## src/logic/lcd_defines.svh

```systemverilog
// shared widths, reset phase length and control-word bit positions for the i80 LCD controller
`ifndef LCD_DEFINES_SVH
`define LCD_DEFINES_SVH

// ============================================================
// bus widths
// ============================================================

`define LCD_DB_WIDTH      16   // panel data bus
`define LCD_HOST_WIDTH    32   // host register port data

// ============================================================
// control word at address 2
// ============================================================

`define LCD_PHASE_WIDTH   8    // phase length field, low bits
`define LCD_PHASE_RESET   8'd8 // phase length after reset
`define LCD_CTRL_RST_BIT  31   // software panel reset, top bit

// Bits between the reset flag and the phase field are reserved.
// They read back as zero and writes to them are dropped.
`define LCD_CTRL_PAD_WIDTH (`LCD_CTRL_RST_BIT - `LCD_PHASE_WIDTH)

`endif

```

## src/logic/lcd_phase_timer.sv

```systemverilog
// down-counter that times one i80 bus phase, started by the bus FSM and pulsing when it runs out
`timescale 1ns/1ns
`include "lcd_defines.svh"

module lcd_phase_timer (
	input  logic                        i_clock,
	input  logic                        i_rst_n,
	input  logic                        i_start,  // loads i_length even mid-count
	input  logic [`LCD_PHASE_WIDTH-1:0] i_length,
	output logic                        o_expired
);

	logic [`LCD_PHASE_WIDTH-1:0] count_q;
	logic                        active_q;

	// A phase of length N spans N+1 cycles, the last one with the count at zero.
	assign o_expired = active_q && (count_q == '0);

	always_ff @(posedge i_clock or negedge i_rst_n) begin
		if (!i_rst_n) begin
			count_q  <= '0;
			active_q <= 1'b0;
		end else if (i_start) begin
			count_q  <= i_length;
			active_q <= 1'b1;
		end else if (active_q) begin
			if (count_q == '0) begin
				active_q <= 1'b0; // expired, wait for next start
			end else begin
				count_q <= count_q - 1'b1;
			end
		end
	end

endmodule

```

## config.mk

```make
export PLATFORM = sky130hd
export DESIGN_NAME = lcd_phase_timer
export DESIGN_NICKNAME = d
export VERILOG_FILES = /design/src/logic/lcd_phase_timer.sv
export VERILOG_INCLUDE_DIRS = /design/src /design/src/logic
export SDC_FILE = /design/constraint.sdc
export NUM_CORES = 1
export LEC_CHECK = 0
export ABC_AREA = 1
export BUFFER_PORTS_ARGS = -buffer_cell sky130_fd_sc_hd__buf_2
export CAP_MARGIN = 25
export CORE_MARGIN = 1.5
export CORE_UTILIZATION = 45
export DETAILED_ROUTE_END_ITERATION = 10
export GPL_TIMING_DRIVEN = 0
export HOLD_SLACK_MARGIN = 0.06
export PLACE_DENSITY = 0.73
export SYNTH_ARGS = -nofsm -noshare
export SYNTH_HDL_FRONTEND = slang
export SYNTH_SLANG_ARGS = --single-unit
```

## constraint.sdc

```tcl
create_clock -name i_clock -period 1.4 [get_ports i_clock]
set_input_delay 0.42 -clock i_clock [delete_from_list [all_inputs] [get_ports i_clock]]
set_output_delay 0.42 -clock i_clock [all_outputs]
set_load 0.03 [all_outputs]
```

# Word-level counts from Yosys, hierarchy flattened
# Cells that the tools add are included.
# totals
reg_bits	9
inputBits	11
out_inout_bits	1
wordCells	14
# op_classes
add_sub_neg	1
n_eq_ne	1
n_mux	6
n_reduce_logical	4
# ops
op	n
$mux W8	3
$logic_not A8 Y1	1
$sub A8 B1 Y8 const B	1
$mux W1	3
$ne A2 B2 Y1 const B	1
$reduce_and A2 Y1	1
$reduce_bool A2 Y1	1
$logic_and A1 B1 Y1	1

# Depth between registers and ports, before layout
# logic_depth
ltp_word	4
ltp_mapped	10
mapped_depth_nobuf	10

# Least setup slack after synthesis
# Ideal clock, no wire load.
# synth_path
kind	register to output
from	register count_q[0]
to	output port o_expired
arrival_time_ps	1265
required_time_ps	980
path_slack_ps	-285
path_stages_with_launch	7
path_buffers	0
path_cell_list	dfrtp_1 > inv_1 > ha_1 > nand2_1 > inv_1 > nand2_4 > nor2_1
# synth_via
elab_chain_cells	2
# synth_lines
item	line	rtl
from (decl)	lcd_phase_timer.sv:13	logic [`LCD_PHASE_WIDTH-1:0] count_q;
from (signal assigned)	lcd_phase_timer.sv:24	count_q <= i_length;
from (signal assigned)	lcd_phase_timer.sv:30	count_q <= count_q - 1'b1;
$logic_not A8 Y1	lcd_phase_timer.sv:17	assign o_expired = active_q && (count_q == '0);
$logic_and A1 B1 Y1	lcd_phase_timer.sv:17	
to (decl)	lcd_phase_timer.sv:10	output logic o_expired
# No other way between the ends.

# Worst setup path in the final report
# layout_path
from	register count_q[1]
to	output port o_expired
# The elaborated chain is that of the path after synthesis.

==> results.sh <==
export IMPL_outcome="finished with violations"
export IMPL_violations="negative setup slack"
export IMPL_fin_setup_tns_ns=-0.2781
export IMPL_grtUsageTotal=0.2148
export IMPL_synth_edf_count=0
export IMPL_clock_path_buffers=2
export IMPL_worst_pin_slew_ns=0.5063
export IMPL_crit_fanout=2
export IMPL_drt_iter0_markers=19
export IMPL_ys_seq_area_frac=0.3488
export IMPL_chipWidth_microns=40.88
export IMPL_core_sq_um=1318
export IMPL_grt_pass1_vias=578
export IMPL_cts_sinks=9
export IMPL_syn_area_per_cell_sq_um=6.588
export IMPL_wl_per_cell_microns=11.75
export IMPL_period_needed_ns=1.678
export IMPL_synth_cells=98
export IMPL_viasPerCell=4.951
export IMPL_gp_congestion=0.8218
export IMPL_cts_buffers_inserted=3
export IMPL_finalMaxSlewViolations=0
export IMPL_async_reset_ff_frac=1.000
export IMPL_grt_max_degree=11
export IMPL_hold_viol=0
export IMPL_cts_max_level=1
export IMPL_synthTopCellsByCount="nand2_1 (35), nand3_1 (14), inv_1 (11), nor2_1 (11), dfrtp_1 (9)"
export IMPL_drt_first_pass_iters=4
export IMPL_dieArea_sq_um=1671
export IMPL_diodes=0
export IMPL_cp_required_ns=0.98
export IMPL_ant_nets=0
export IMPL_maxSlewHeadroom=0.6625
export IMPL_grt_pass1_wl_mm=2.325
export IMPL_die_h_microns=40.88
export IMPL_drive_above_1_share=0.4252
export IMPL_synth_area_sq_um=645.6
export IMPL_yosys_area_top_type="dfrtp_1"
export IMPL_clock_tree_root_cell="clkbuf_4"
export IMPL_path_clk_slew_ns=0.06
export IMPL_route_detailed_drc=0
export IMPL_min_path_type="in2reg"
export IMPL_ys_ff_latch=9
export IMPL_start_kind="flop"
export IMPL_fin_crit_sh=1.199
export IMPL_p_leak_nw=0.5131
export IMPL_synth_most_common_cell="nand2_1"
export IMPL_peakVddDrop_uv=622.2
export IMPL_portBuffers=11
export IMPL_holdWs_ns=0.3821
export IMPL_cellPowerDensity_nw_per_um2=970.2
export IMPL_synthTopCellsByArea="dfrtp_1 (35%), nand2_1 (20%), nand3_1 (11%)"
export IMPL_io_pins=12
export IMPL_cp_end_kind="output port"
export IMPL_clk_latency_ns=0.25
export IMPL_grt_overflow=0
export IMPL_vias=703
export IMPL_fmax_ghz=0.5959
export IMPL_worstPathArrival_ns=1.26
export IMPL_fin_ws_ns=-0.2781
export IMPL_finClkSkew_ns=0.003515
export IMPL_dp_hpwl_mm=1.018
export IMPL_synth_nets=111
export IMPL_area_growth_pct=49.81
export IMPL_start_util=0.4900
export IMPL_drv_cap=0
export IMPL_nets=141
export IMPL_antenna_found_initial=0
export IMPL_rsz0062_at_grt="yes"
export IMPL_power_mw=0.9383
export IMPL_finalWirelength_mm=1.669
export IMPL_synth_top_cell_area_share=0.3488
export IMPL_dp_slack_ns=-0.1202
export IMPL_path_class="reg2out"
export IMPL_finalSetupViolations=1
export IMPL_synthFlopType="dfrtp_1"
export IMPL_rows=13
export IMPL_cts_tree="done"
export IMPL_ys_types=17
export IMPL_ys_warn_count=0
[critical path, stage by stage (launching register included)]
cell and delay (ns):
dfrtp_1 0.39, inv_2 0.09, ha_4 0.14, nand2_4 0.05
inv_4 0.05, nand2_4 0.05, nor2_4 0.10, buf_6 0.13
[power by group]
group | internal (mW) | switching (mW)
registers | 0.299 | 0.0383
logic | 0.194 | 0.213
clock network | 0.109 | 0.0843
total | 0.603 | 0.336
[layer usage]
metal  global-route usage  up-vias  routed length, microns
li1                     -      364                       -
met3              0.01630        2                      56
met5                    0        -                       0
met1               0.2703      317                     766
met4              0.07500        0                      12
met2               0.3789       20                     834
[state kept, by name, indices dropped and copies added (netlist names)]
name      cells
count_q       8
active_q      1
[cell type report]
| type | instances | area, sq um |
|---|---|---|
| inverter | 13 | 56.30 |
| multi-input combinational | 75 | 459.2 |
| buffer | 1 | 3.754 |
| clock buffer | 4 | 26.28 |
| tap | 15 | 18.77 |
| fill | 99 | 350.3 |
| sequential | 9 | 226.5 |
| timing repair buffer | 25 | 176.4 |
[per-stage QoR]
stage                       util  instances  cell area, sq um
after floorplan                -         98             675.6
after detailed placement  0.5689        124             749.5
final                     0.7341        142             967.2
after global routing      0.7341        142             967.2
after global placement    0.5689        124             749.5
after CTS                 0.6876        143             905.9
[placed cells by master (no fill, tap or decap), types with 3 or more instances in the layout]
master | Yosys | final
nand2_4 | 3 | 4
o21ai_0 | 4 | 3
buf_6 | 0 | 3
nor2_4 | 0 | 3
nand3_1 | 14 | 12
dfrtp_1 | 9 | 8
clkbuf_4 | 0 | 3
nor2_1 | 11 | 7
inv_1 | 11 | 8
buf_2 | 0 | 10
buf_4 | 0 | 11
nand2_2 | 1 | 6
inv_2 | 1 | 3
nand2_1 | 35 | 28
[worst paths after layout]
check	endpoint	slack, ns	from	depth (start not counted)
min reg2reg	count_q[3]	0.58	count_q[3]	2
min	count_q[5]	0.38	i_length[5]	3
max reg2reg	count_q[1]	0.04	count_q[1]	10
min in group asynchronous	count_q[4]	0.54	i_rst_n	2
max	o_expired	-0.28	count_q[1]	7
max in group asynchronous	count_q[2]	0.66	i_rst_n	2
[logic make-up (layout without fill, tap and decap cells)]
| group | count (synthesis) | in the layout | synth area share |
|---|---|---|---|
| AND/OR/NAND/NOR | 66 | 66 | 0.4574 |
| buffers and inverters | 14 | 43 | 0.08914 |
| flip-flops | 9 | 9 | 0.3488 |
| AO/OA/AOI/OAI | 6 | 6 | 0.05232 |
| adder cells (fa/ha/maj) | 2 | 2 | 0.03875 |
| XOR/XNOR | 1 | 1 | 0.01357 |
[repair_timing]
action | CTS | global route
endpoints found under the setup margin | 1 | 10
pin swaps | 7 | 10
resized for setup | 5 | 18
buffers inserted | 14 | 3
hold buffers | 1 | 0
hold endpoints to repair | 9 | 0
(Power assumes the default switching activity.)
