$ cat config.mk
export PLATFORM = sky130hd
export DESIGN_NAME = lcd_bus_fsm
export DESIGN_NICKNAME = d
export VERILOG_FILES = /design/src/logic/lcd_host_pkg.sv /design/src/logic/lcd_panel_pkg.sv /design/src/logic/lcd_bus_fsm.sv
export VERILOG_INCLUDE_DIRS = /design/src /design/src/logic
export SDC_FILE = /design/constraint.sdc
export NUM_CORES = 1
export LEC_CHECK = 0
export BUFFER_PORTS_ARGS = -buffer_cell sky130_fd_sc_hd__buf_4
export CELL_PAD_IN_SITES_DETAIL_PLACEMENT = 2
export CELL_PAD_IN_SITES_GLOBAL_PLACEMENT = 2
export CORE_UTILIZATION = 29
export DETAILED_ROUTE_END_ITERATION = 8
export PLACE_DENSITY = 0.8
export SKIP_LAST_GASP = 1
export SLEW_MARGIN = 20
export SYNTH_ARGS = -nofsm -noshare
export SYNTH_HDL_FRONTEND = slang
export SYNTH_SLANG_ARGS = --single-unit
$ cat constraint.sdc
create_clock -name i_clock -period 1.9 [get_ports i_clock]
set_input_delay 0.38 -clock i_clock [delete_from_list [all_inputs] [get_ports i_clock]]
set_output_delay 0.38 -clock i_clock [all_outputs]
set_load 0.005 [all_outputs]
$ cat src/logic/lcd_defines.svh
// shared widths, reset phase length and control-word bit positions for the i80 LCD controller
`ifndef LCD_DEFINES_SVH
`define LCD_DEFINES_SVH

// ============================================================
// bus widths
// ============================================================

`define LCD_DB_WIDTH      16   // panel data bus
`define LCD_HOST_WIDTH    32   // host register port data

// ============================================================
// control word at address 2
// ============================================================

`define LCD_PHASE_WIDTH   8    // phase length field, low bits
`define LCD_PHASE_RESET   8'd8 // phase length after reset
`define LCD_CTRL_RST_BIT  31   // software panel reset, top bit

// Bits between the reset flag and the phase field are reserved.
// They read back as zero and writes to them are dropped.
`define LCD_CTRL_PAD_WIDTH (`LCD_CTRL_RST_BIT - `LCD_PHASE_WIDTH)

`endif

$ cat src/logic/lcd_host_pkg.sv
// host-side types for the i80 LCD controller, imported by the FSM, data path and testbench
`include "lcd_defines.svh"

package lcd_host_pkg;

	// register map of the host port
	typedef enum logic [1:0] {
		ADDR_INDEX = 2'd0, // panel index/status, rs low
		ADDR_DATA  = 2'd1, // panel control/data, rs high
		ADDR_CTRL  = 2'd2, // local control word
		ADDR_NONE  = 2'd3  // unmapped, reads zero
	} lcd_addr_e;

	// panel access view of the host word
	typedef struct packed {
		logic [`LCD_HOST_WIDTH-`LCD_DB_WIDTH-1:0] unused; // always zero on reads
		logic [`LCD_DB_WIDTH-1:0]                 word;   // value on the panel bus
	} lcd_data_view_t;

	// control register view of the host word
	typedef struct packed {
		logic                           panel_rst; // holds the panel in reset
		logic [`LCD_CTRL_PAD_WIDTH-1:0] unused;
		logic [`LCD_PHASE_WIDTH-1:0]    phase_len; // clocks per bus phase, minus one
	} lcd_ctrl_view_t;

	// The same 32-bit word means different things depending on the address.
	typedef union packed {
		lcd_data_view_t data;
		lcd_ctrl_view_t ctrl;
	} lcd_host_word_u;

endpackage

$ cat src/logic/lcd_panel_pkg.sv
// panel-side types for the i80 LCD controller, shared by the bus FSM, data path and top level
package lcd_panel_pkg;

	// ============================================================
	// bus cycle sequencing
	// ============================================================

	typedef enum logic [2:0] {
		IDLE       = 3'd0, // waiting for a host request
		SETUP      = 3'd1, // rs valid, strobes still high
		STROBE     = 3'd2, // cs and rd or wr low
		HOLD_READY = 3'd3  // ready high until request drops
	} lcd_cycle_state_e;

	// ============================================================
	// read data source
	// ============================================================

	typedef enum logic [1:0] {
		RSEL_PANEL = 2'd0, // word captured from the panel bus
		RSEL_CTRL  = 2'd1, // local control register
		RSEL_ZERO  = 2'd2  // unmapped address
	} lcd_rsel_e;

endpackage

$ cat src/logic/lcd_bus_fsm.sv
// state machine turning one host register access into an i80 setup and strobe cycle
`timescale 1ns/1ns

module lcd_bus_fsm (
	input  logic                     i_clock,
	input  logic                     i_rst_n,
	input  logic                     i_request,
	input  logic                     i_rw,         // 1 = write
	input  lcd_host_pkg::lcd_addr_e  i_address,
	input  logic                     i_expired,
	output logic                     o_timer_start,
	output logic                     o_latch_wdata,
	output logic                     o_capture,
	output logic                     o_ctrl_write,
	output logic                     o_drive_bus,
	output lcd_panel_pkg::lcd_rsel_e o_rsel,
	output logic                     o_ready,
	output logic                     o_lcd_cs_n,
	output logic                     o_lcd_rd_n,
	output logic                     o_lcd_wr_n,
	output logic                     o_lcd_rs
);

	import lcd_host_pkg::*;
	import lcd_panel_pkg::*;

	lcd_cycle_state_e state_q;
	logic             rw_q;         // direction of the access in flight
	logic             accept;
	logic             panel_access;

	// ============================================================
	// single-cycle pulses
	// ============================================================

	assign accept       = (state_q == IDLE) && i_request;
	assign panel_access = (i_address == ADDR_INDEX) || (i_address == ADDR_DATA);

	// timer runs once for setup and once for the strobe
	assign o_timer_start = (accept && panel_access) || ((state_q == SETUP) && i_expired);
	assign o_latch_wdata = accept;
	assign o_capture     = (state_q == STROBE) && i_expired && !rw_q; // bus still held by panel
	assign o_ctrl_write  = accept && i_rw && (i_address == ADDR_CTRL);

	// ============================================================
	// cycle sequencing and panel control lines
	// ============================================================

	always_ff @(posedge i_clock or negedge i_rst_n) begin
		if (!i_rst_n) begin
			state_q     <= IDLE;
			rw_q        <= 1'b0;
			o_rsel      <= RSEL_ZERO;
			o_drive_bus <= 1'b0;
			o_ready     <= 1'b0;
			o_lcd_cs_n  <= 1'b1;
			o_lcd_rd_n  <= 1'b1;
			o_lcd_wr_n  <= 1'b1;
			o_lcd_rs    <= 1'b0;
		end else begin
			case (state_q)
				IDLE: begin
					if (i_request) begin
						rw_q <= i_rw;
						if (panel_access) begin
							o_lcd_rs    <= (i_address == ADDR_DATA);
							o_rsel      <= RSEL_PANEL;
							o_drive_bus <= i_rw; // write data out from acceptance
							state_q     <= SETUP;
						end else begin
							// local register, answered without touching the panel
							o_rsel  <= (i_address == ADDR_CTRL) ? RSEL_CTRL : RSEL_ZERO;
							o_ready <= 1'b1;
							state_q <= HOLD_READY;
						end
					end
				end

				SETUP: begin
					if (i_expired) begin
						o_lcd_cs_n <= 1'b0;
						o_lcd_rd_n <= rw_q;  // low for reads
						o_lcd_wr_n <= !rw_q; // low for writes
						state_q    <= STROBE;
					end
				end

				STROBE: begin
					if (i_expired) begin
						o_lcd_cs_n  <= 1'b1;
						o_lcd_rd_n  <= 1'b1;
						o_lcd_wr_n  <= 1'b1;
						o_drive_bus <= 1'b0;
						o_ready     <= 1'b1; // same edge as the read capture
						state_q     <= HOLD_READY;
					end
				end

				HOLD_READY: begin
					if (!i_request) begin
						o_ready <= 1'b0;
						state_q <= IDLE;
					end
				end

				default: begin
					state_q <= IDLE;
				end
			endcase
		end
	end

endmodule

### Yosys cells after proc, flatten, opt, wreduce, memory -nomap -nowiden

Index checks and enable logic that the tools add are counted.

* flip-flop bits (word level): 12

* eq/ne operators: 11
* multiplexer cells: 22
* reductions and logical operators: 21

Operator list (count)
* 2-to-1 mux 3 bit: 4
* != test 2 bit (second input constant): 6
* case mux 3 bit (4 select lines): 1
* 2-to-1 mux 1 bit: 9
* case mux 1 bit (2 select lines): 4
* AND reduction 4 bit: 2
* logical AND 1 bit: 7
* == test 3 x 2 -> 1 bit (second input constant): 2
* 2-to-1 mux 2 bit: 3
* AND reduction 3 bit: 2
* AND reduction 5 bit: 1
* nonzero test 2 bit: 2
* == test 3 x 1 -> 1 bit (second input constant): 1
* zero test 3 bit: 1
* case mux 1 bit (3 select lines): 1
* nonzero test 3 bit: 1
* == test 2 x 1 -> 1 bit (second input constant): 1
* == test 2 bit (second input constant): 1
* zero test 2 bit: 1
* logical OR 1 bit: 2
* AND reduction 2 bit: 1
* zero test 1 bit: 1

### Longest topological paths before layout

Gate-level depths: netlist (run 1).

* word-level depth: 5
* mapped depth: 6

### Least setup slack after synthesis (run 1)

Ideal clock, no wire load.

* path type: flip-flop to output port
* from: register state_q[0]
* to: output o_ctrl_write
* arrival time: 1.219 ns
* path slack: 0.301 ns
* cell stages (with the launch flop): 7
* path buffers: 1
* cells stage by stage: dfrtp_1 > inv_1 > ha_1 > buf_2 > nand2_4 > nor3b_1 > and2_1

* cells in the longest elaborated chain, start to end: 4

Ends and longest elaborated chain
* start: declaration: RTL line lcd_bus_fsm.sv:27 `lcd_cycle_state_e state_q;`
* start signal: assignment: RTL line lcd_bus_fsm.sv:51 `state_q <= IDLE;`
* start signal: assignment: RTL line lcd_bus_fsm.sv:69 `state_q <= SETUP;`
* start signal: assignment: RTL line lcd_bus_fsm.sv:74 `state_q <= HOLD_READY;`
* zero test 3 bit: RTL line lcd_bus_fsm.sv:36 `assign accept = (state_q == IDLE) && i_request;`
* logical AND 1 bit: RTL line lcd_bus_fsm.sv:36
* logical AND 1 bit (2 in series): RTL line lcd_bus_fsm.sv:43 `assign o_ctrl_write = accept && i_rw && (i_address == ADDR_CTRL);`
* end: declaration: RTL line lcd_bus_fsm.sv:14 `output logic o_ctrl_write,`

Every way passes these cells.

### Final worst setup path (run 1)

Ends and elaborated chain as after synthesis.

==> impl_metrics.ini, run 1 <==
[setup_path]
critPathTopFamily = simple AND/OR/NAND/NOR gates
worst-path-buf-inv = 2
cp.arrival_ns = 1.50
cp_max_fo = 6
r2r_cells = 5
crit_cells = 6
path_cells = inv_2 -> ha_4 -> nand2_8 -> nor3b_4 -> and2_4 -> buf_6
critPathKind = register to output pin
worst-endpoint-required_ns = 1.52
slowest_stage = dfrtp_1
slowest_delay_ns = 0.41
start_kind = register
cp-end-kind = output pin

[global_routing]
grt_use_met1_pct = 24.0
overflow = 0
met3_usage_pct = 7.92
grt_start_max_net_pins = 12
busiest_layer = met2
grt_pass1_wl_mm = 2.71
grt_usage_pct = 19.0
antenna_found_initial = 0
grt_pass1_vias = 514
met2_usage_pct = 29.3

[final_layout]
syn2layout_area_growth_pct = 49.1
antenna_cells = 0
nets = 100
final_common_cell = buf_4
finalNonFillerCells = 115
drive_gt1_share_pct = 50.0
layout_common_cells = buf_4, dfrtp_1, nand2_1, nor2_1, dfstp_2
fin_util_pct = 45.9

[logic_synthesis]
synth_seq_area_share_pct = 46.4
yosys_warnings = 0
muxShareOfSynthArea_pct = 7.66
synth_seq_cells = 11
syn-cell-area_sq_um = 604
synthAdderAreaFrac_pct = 8.28
synth_top_family_by_area = compound AO/OA/AOI/OAI gates
synthDistinctLibCells = 25
syn_inst = 59
synth_compound_area_share_pct = 19.3
synthXorXnorAreaFrac_pct = 0
synth_nets = 70
synth-simple-area-share_pct = 14.5
avgSynthCellArea_sq_um = 10.2

[clocking]
clock_path_buffers = 2
clk_pin_slew_ns = 0.08
cts_buffers = 3
htree_levels = 1
cts_tree = done
root_buffer = clkbuf_4
clk_latency_ns = 0.29
clock-sinks = 11

[drt]
wl_mm = 1.98
drc = 0
first_pass_iters = 2
routedWlPerCell_um = 17.2
ant_nets = 0
vias = 561
via_per_inst = 4.88
drt_iter0_markers = 7

[sta]
final_hold_viol_count = 0
drv_slew = 0
timing.final.crit_share_pct = 99.2
rsz0062_at_grt = yes
fin_worst_skew_ns = 0.00433
relSlewSlack_pct = 80.3
hold_ws_ns = 0.350
worst_pin_slew_ns = 0.291
period_minus_slack_ns = 1.88
clock.fmax_ghz = 0.531
setup_viol = 0

[floorplanning]
rows = 16
die_x_um = 47.7
core_region_area_sq_um = 1960
io_pins = 19
start_util_pct = 30.8
dieArea_sq_um = 2270
fp.dieH_um = 47.7

[run_status]
status = finished clean

[placed_design]
portBuffers = 18
placed_cells = 104
hpwl_mm = 1.27
gp_congestion = 0.679

[flow_run]
drv_cap = 0

[pwr]
ir_drop_mv = 0.654
leakage_nw = 0.431
power.density_nw_per_um2 = 1660

[worst_hold_path]
holdPathStages = 3
hold_path_class = primary input to register
==> cells by family (layout without fill, tap and decap cells) <==
group           Yosys count  count (layout)
compound gates           16              16
mux                       4               4
flops                    11              11
buf+inv                   6              35
simple gates             18              18
fa+ha+maj                 4               4
==> metal layers <==
layer	vias up	routed length, um
li1	265	-
met1	281	839
met2	13	1050
met3	2	68
met4	0	18
met5	-	0
==> repair_timing <==
item | CTS | global route
resized for setup | 5 | 6
hold buffers | 1 | 0
endpoints found under the hold margin | 7 | 0
setup buffers | 4 | 2
pin swaps | 1 | 4
setup endpoints to repair | 2 | 3
==> flip-flops by register name (all words and copies together) (netlist names) <==
register and count:
rw_q 1, o_rsel 2, state_q 2, o_ready 1
o_drive_bus 1, o_lcd_cs_n 1, o_lcd_wr_n 1, o_lcd_rs 1
o_lcd_rd_n 1
==> cells in the mapped netlist <==
| cell | instances | area share (%) |
|---|---|---|
| o21ai_0 | 3 | 2.5 |
| inv_1 | 5 | 3.1 |
| nor3b_1 | 1 | 1.2 |
| mux2i_1 | 2 | 3.3 |
| dfrtp_1 | 7 | 29 |
| buf_2 | 1 | 0.83 |
| mux2_4 | 1 | 2.5 |
| ha_1 | 4 | 8.3 |
| a31oi_1 | 1 | 1.0 |
| a21o_2 | 1 | 1.4 |
| nand2_1 | 7 | 4.3 |
| o21ai_2 | 1 | 1.4 |
| a21boi_0 | 1 | 1.2 |
| nor2_1 | 6 | 3.7 |
| o22a_1 | 3 | 4.3 |
| o22ai_1 | 1 | 1.0 |
| nor2b_1 | 1 | 1.0 |
| mux2_2 | 1 | 1.9 |
| dfstp_2 | 4 | 17 |
| or2b_1 | 1 | 1.2 |
| nand2_4 | 1 | 1.9 |
| a21oi_1 | 2 | 1.7 |
| o32a_1 | 1 | 1.7 |
| and2_1 | 1 | 1.0 |
| o41ai_1 | 2 | 2.9 |
==> final cells by class <==
type | count | area, sq um
Multi-Input combinational cell | 42 | 340
Clock buffer | 4 | 26.3
Inverter | 5 | 18.8
Tap cell | 27 | 33.8
Sequential cell | 11 | 280
Fill cell | 238 | 1060
Timing Repair Buffer | 26 | 201
==> report_power, final <==
part	switching (mW)	internal, mW
clock	0.0996	0.0819
combinational	0.401	0.463
sequential	0.0791	0.371
total	0.579	0.916
==> worst min-delay path: cells and delay by family <==
kind / cells / cell delay, ns
AO/OA/AOI/OAI: 1 / 0.07
buffers and inverters: 1 / 0.13
AND/OR/NAND/NOR: 1 / 0.06
==> through the flow <==
step	power (mW)	setup WS (ns)	TNS (ns)	cell area, sq um
2_1_floorplan	0.865	0.301	0	604
4_1_cts	1.43	-0.0000262	-0.0000262	862
3_3_place_gp	1.12	0.258	0	776
6_report	1.50	0.0151	0	901
5_1_grt	1.61	-0.0536	-0.0941	901
3_5_place_dp	1.16	0.144	0	776
==> worst paths after layout <==
path,endpoint,startpoint,slack (ns)
setup / recovery,o_ctrl_write,state_q[0],0.02
hold / removal,o_rsel[1],i_address[0],0.35
setup reg to reg,state_q[1],state_q[0],0.31
hold reg to reg,o_lcd_cs_n,o_lcd_cs_n,0.47
max in group asynchronous,o_lcd_rd_n,i_rst_n,1.23
min in group asynchronous,o_drive_bus,i_rst_n,0.45
No activity file was read; power rests on OpenSTA's default activity.
==> run 2: changes to the inputs <==
--- a/config.mk
+++ b/config.mk
@@ -7,11 +7,10 @@
 export NUM_CORES = 1
 export LEC_CHECK = 0
 export BUFFER_PORTS_ARGS = -buffer_cell sky130_fd_sc_hd__buf_4
-export CELL_PAD_IN_SITES_DETAIL_PLACEMENT = 2
-export CELL_PAD_IN_SITES_GLOBAL_PLACEMENT = 2
-export CORE_UTILIZATION = 29
+export CORE_AREA = 2 2 39 41
 export DETAILED_ROUTE_END_ITERATION = 8
-export PLACE_DENSITY = 0.8
+export DIE_AREA = 0 0 41 43
+export PLACE_DENSITY = 0.77
 export SKIP_LAST_GASP = 1
 export SLEW_MARGIN = 20
 export SYNTH_ARGS = -nofsm -noshare
==> run 2 against run 1 <==
Routed wire length down 39%. Total power decreased by 12%. Register-to-register slack better by 0.06 ns. Fmax up 2.7%. Via count fell by 7.8%. Die area is 22% lower. Final area shrank 9.2%. Flip-flop and latch count is the same. Sequential power hardly changed. Critical path depth unchanged. Combinational power fell by 19%. Clock-buffer cell count is the same.
==> impl_metrics.ini, run 2 (synthesized netlist as in run 1, its figures left out) <==
[placed_design]
pre_cts_slack_ns = 0.214
dpl-instance-area_sq_um = 762
portBuffers = 18
hpwl_um = 922
gp_congestion = 0.771

[clocking]
cts_setup_buffers = 0
clock_path_buffers = 2
clk_pin_slew_ns = 0.07
htree_levels = 1
root_buffer = clkbuf_4
cts_buffers = 3
clock-sinks = 11
cts_tree = done
clk_latency_ns = 0.26

[setup_path]
cp_max_fo = 10
r2r_cells = 5
crit_start = state_q[1]
slowest_delay_ns = 0.42
start_kind = register
ff2ff_setup_slack_ns = 0.37
critPathKind = register to output pin
timing.rr.end = state_q[1]
worst-endpoint-required_ns = 1.52
endpoint = o_ctrl_write
path_cells = inv_2 -> ha_4 -> nand2_4 -> nor3b_2 -> and2_1 -> buf_4
reg2reg_from = state_q[0]
slowest_stage = dfrtp_1
cp.arrival_ns = 1.46
cp-end-kind = output pin

[drt]
drc = 0
first_pass_iters = 3
vias = 517
drt_iter0_markers = 4
via_per_inst = 5.28
routedWlPerCell_um = 12.3
wl_mm = 1.20
ant_nets = 0

[floorplanning]
start_util_pct = 43.7
dieArea_sq_um = 1760
fp.dieH_um = 43
io_pins = 19
core_region_area_sq_um = 1380
rows = 14
die_x_um = 41

[sta]
timing.final.crit_share_pct = 96.6
relSlewSlack_pct = 81.3
rsz0062_at_grt = yes
drv_slew = 0
period_minus_slack_ns = 1.84
clock.fmax_ghz = 0.545
setup_viol = 0
final_hold_viol_count = 0
fin_worst_skew_ns = 0.00195
worst_pin_slew_ns = 0.277
setup_ws_ns = 0.0643

[global_routing]
grt_start_max_net_pins = 12
met3_usage_pct = 3.14
grt_pass1_vias = 452
met2_usage_pct = 25.3
antenna_found_initial = 0
overflow = 0
grt_pass1_wl_mm = 1.81
grt_use_met1_pct = 16.6
busiest_layer = met2
grt_usage_pct = 15.1

[final_layout]
drive_gt1_share_pct = 43.9
antenna_cells = 0
final_common_cell = buf_4
fin_area_sq_um = 818
layout_common_cells = buf_4, nand2_1, dfrtp_1
nFillCells = 117
nets = 94
top_regs = o_rsel x2, state_q x2
fin_util_pct = 59.1
syn2layout_area_growth_pct = 35.4

[pwr]
leakage_nw = 0.399
power.density_nw_per_um2 = 1610
ir_drop_mv = 0.858

[run_status]
status = finished clean

[flow_run]
drv_cap = 0

[worst_hold_path]
hold_path_class = primary input to register
==> run 2: routing by layer <==
| metal | wire length (um) | vias up |
|---|---|---|
| li1 | - | 254 |
| met1 | 512 | 247 |
| met2 | 613 | 12 |
| met3 | 58 | 4 |
| met4 | 20 | 0 |
| met5 | 0 | - |
==> run 2: what timing repair did <==
item                       4_1_cts  5_1_grt
gates resized for setup          2        4
hold endpoints to repair         7        0
hold buffers                     1        0
pin swaps                        0        1
setup endpoints to repair        1        2
==> run 2: where the power goes <==
part | switching, mW | internal (mW)
registers | 0.0771 | 0.371
logic | 0.318 | 0.386
clock network | 0.0804 | 0.0811
==> run 2: how the worst min path moves through the flow <==
| stage | from | to | cells after the start |
|---|---|---|---|
| 3_3_place_gp | i_rst_n | rw_q | 1 |
| 3_5_place_dp | i_rst_n | rw_q | 1 |
| 6_report | i_address[0] | o_rsel[1] | 3 |
| 5_1_grt | i_address[0] | o_lcd_rs | 2 |
| 4_1_cts | i_address[0] | o_rsel[1] | 3 |
| 2_1_floorplan | i_rst_n | o_drive_bus | 0 |
==> run 2: critical path: cells and delay by family (launching register included) <==
kind / cells / cell delay (ns)
DFF: 1 / 0.42
and+or+nand+nor: 3 / 0.42
adders and majority gates: 1 / 0.14
buffers and inverters: 2 / 0.20
==> run 2: area by class of cell <==
| type | count | area (sq um) | area share [%] |
|---|---|---|---|
| clock buffer | 4 | 26.3 | 3.21 |
| inverter | 5 | 18.8 | 2.29 |
| multi-input combinational | 42 | 320 | 39.1 |
| sequential | 11 | 280 | 34.3 |
| tap | 16 | 20.0 | 2.45 |
| timing repair buffer | 20 | 153 | 18.7 |
==> run 2: stage by stage <==
stage | power (mW) | hold WS [ns] | instances | setup TNS [ns]
3_3_place_gp | 1.10 | 0.221 | 93 | 0
6_report | 1.31 | 0.364 | 98 | 0
2_1_floorplan | 0.865 | 0.0844 | 59 | 0
4_1_cts | 1.29 | 0.364 | 98 | 0
3_5_place_dp | 1.12 | 0.221 | 93 | 0
5_1_grt | 1.42 | 0.370 | 98 | -0.0332
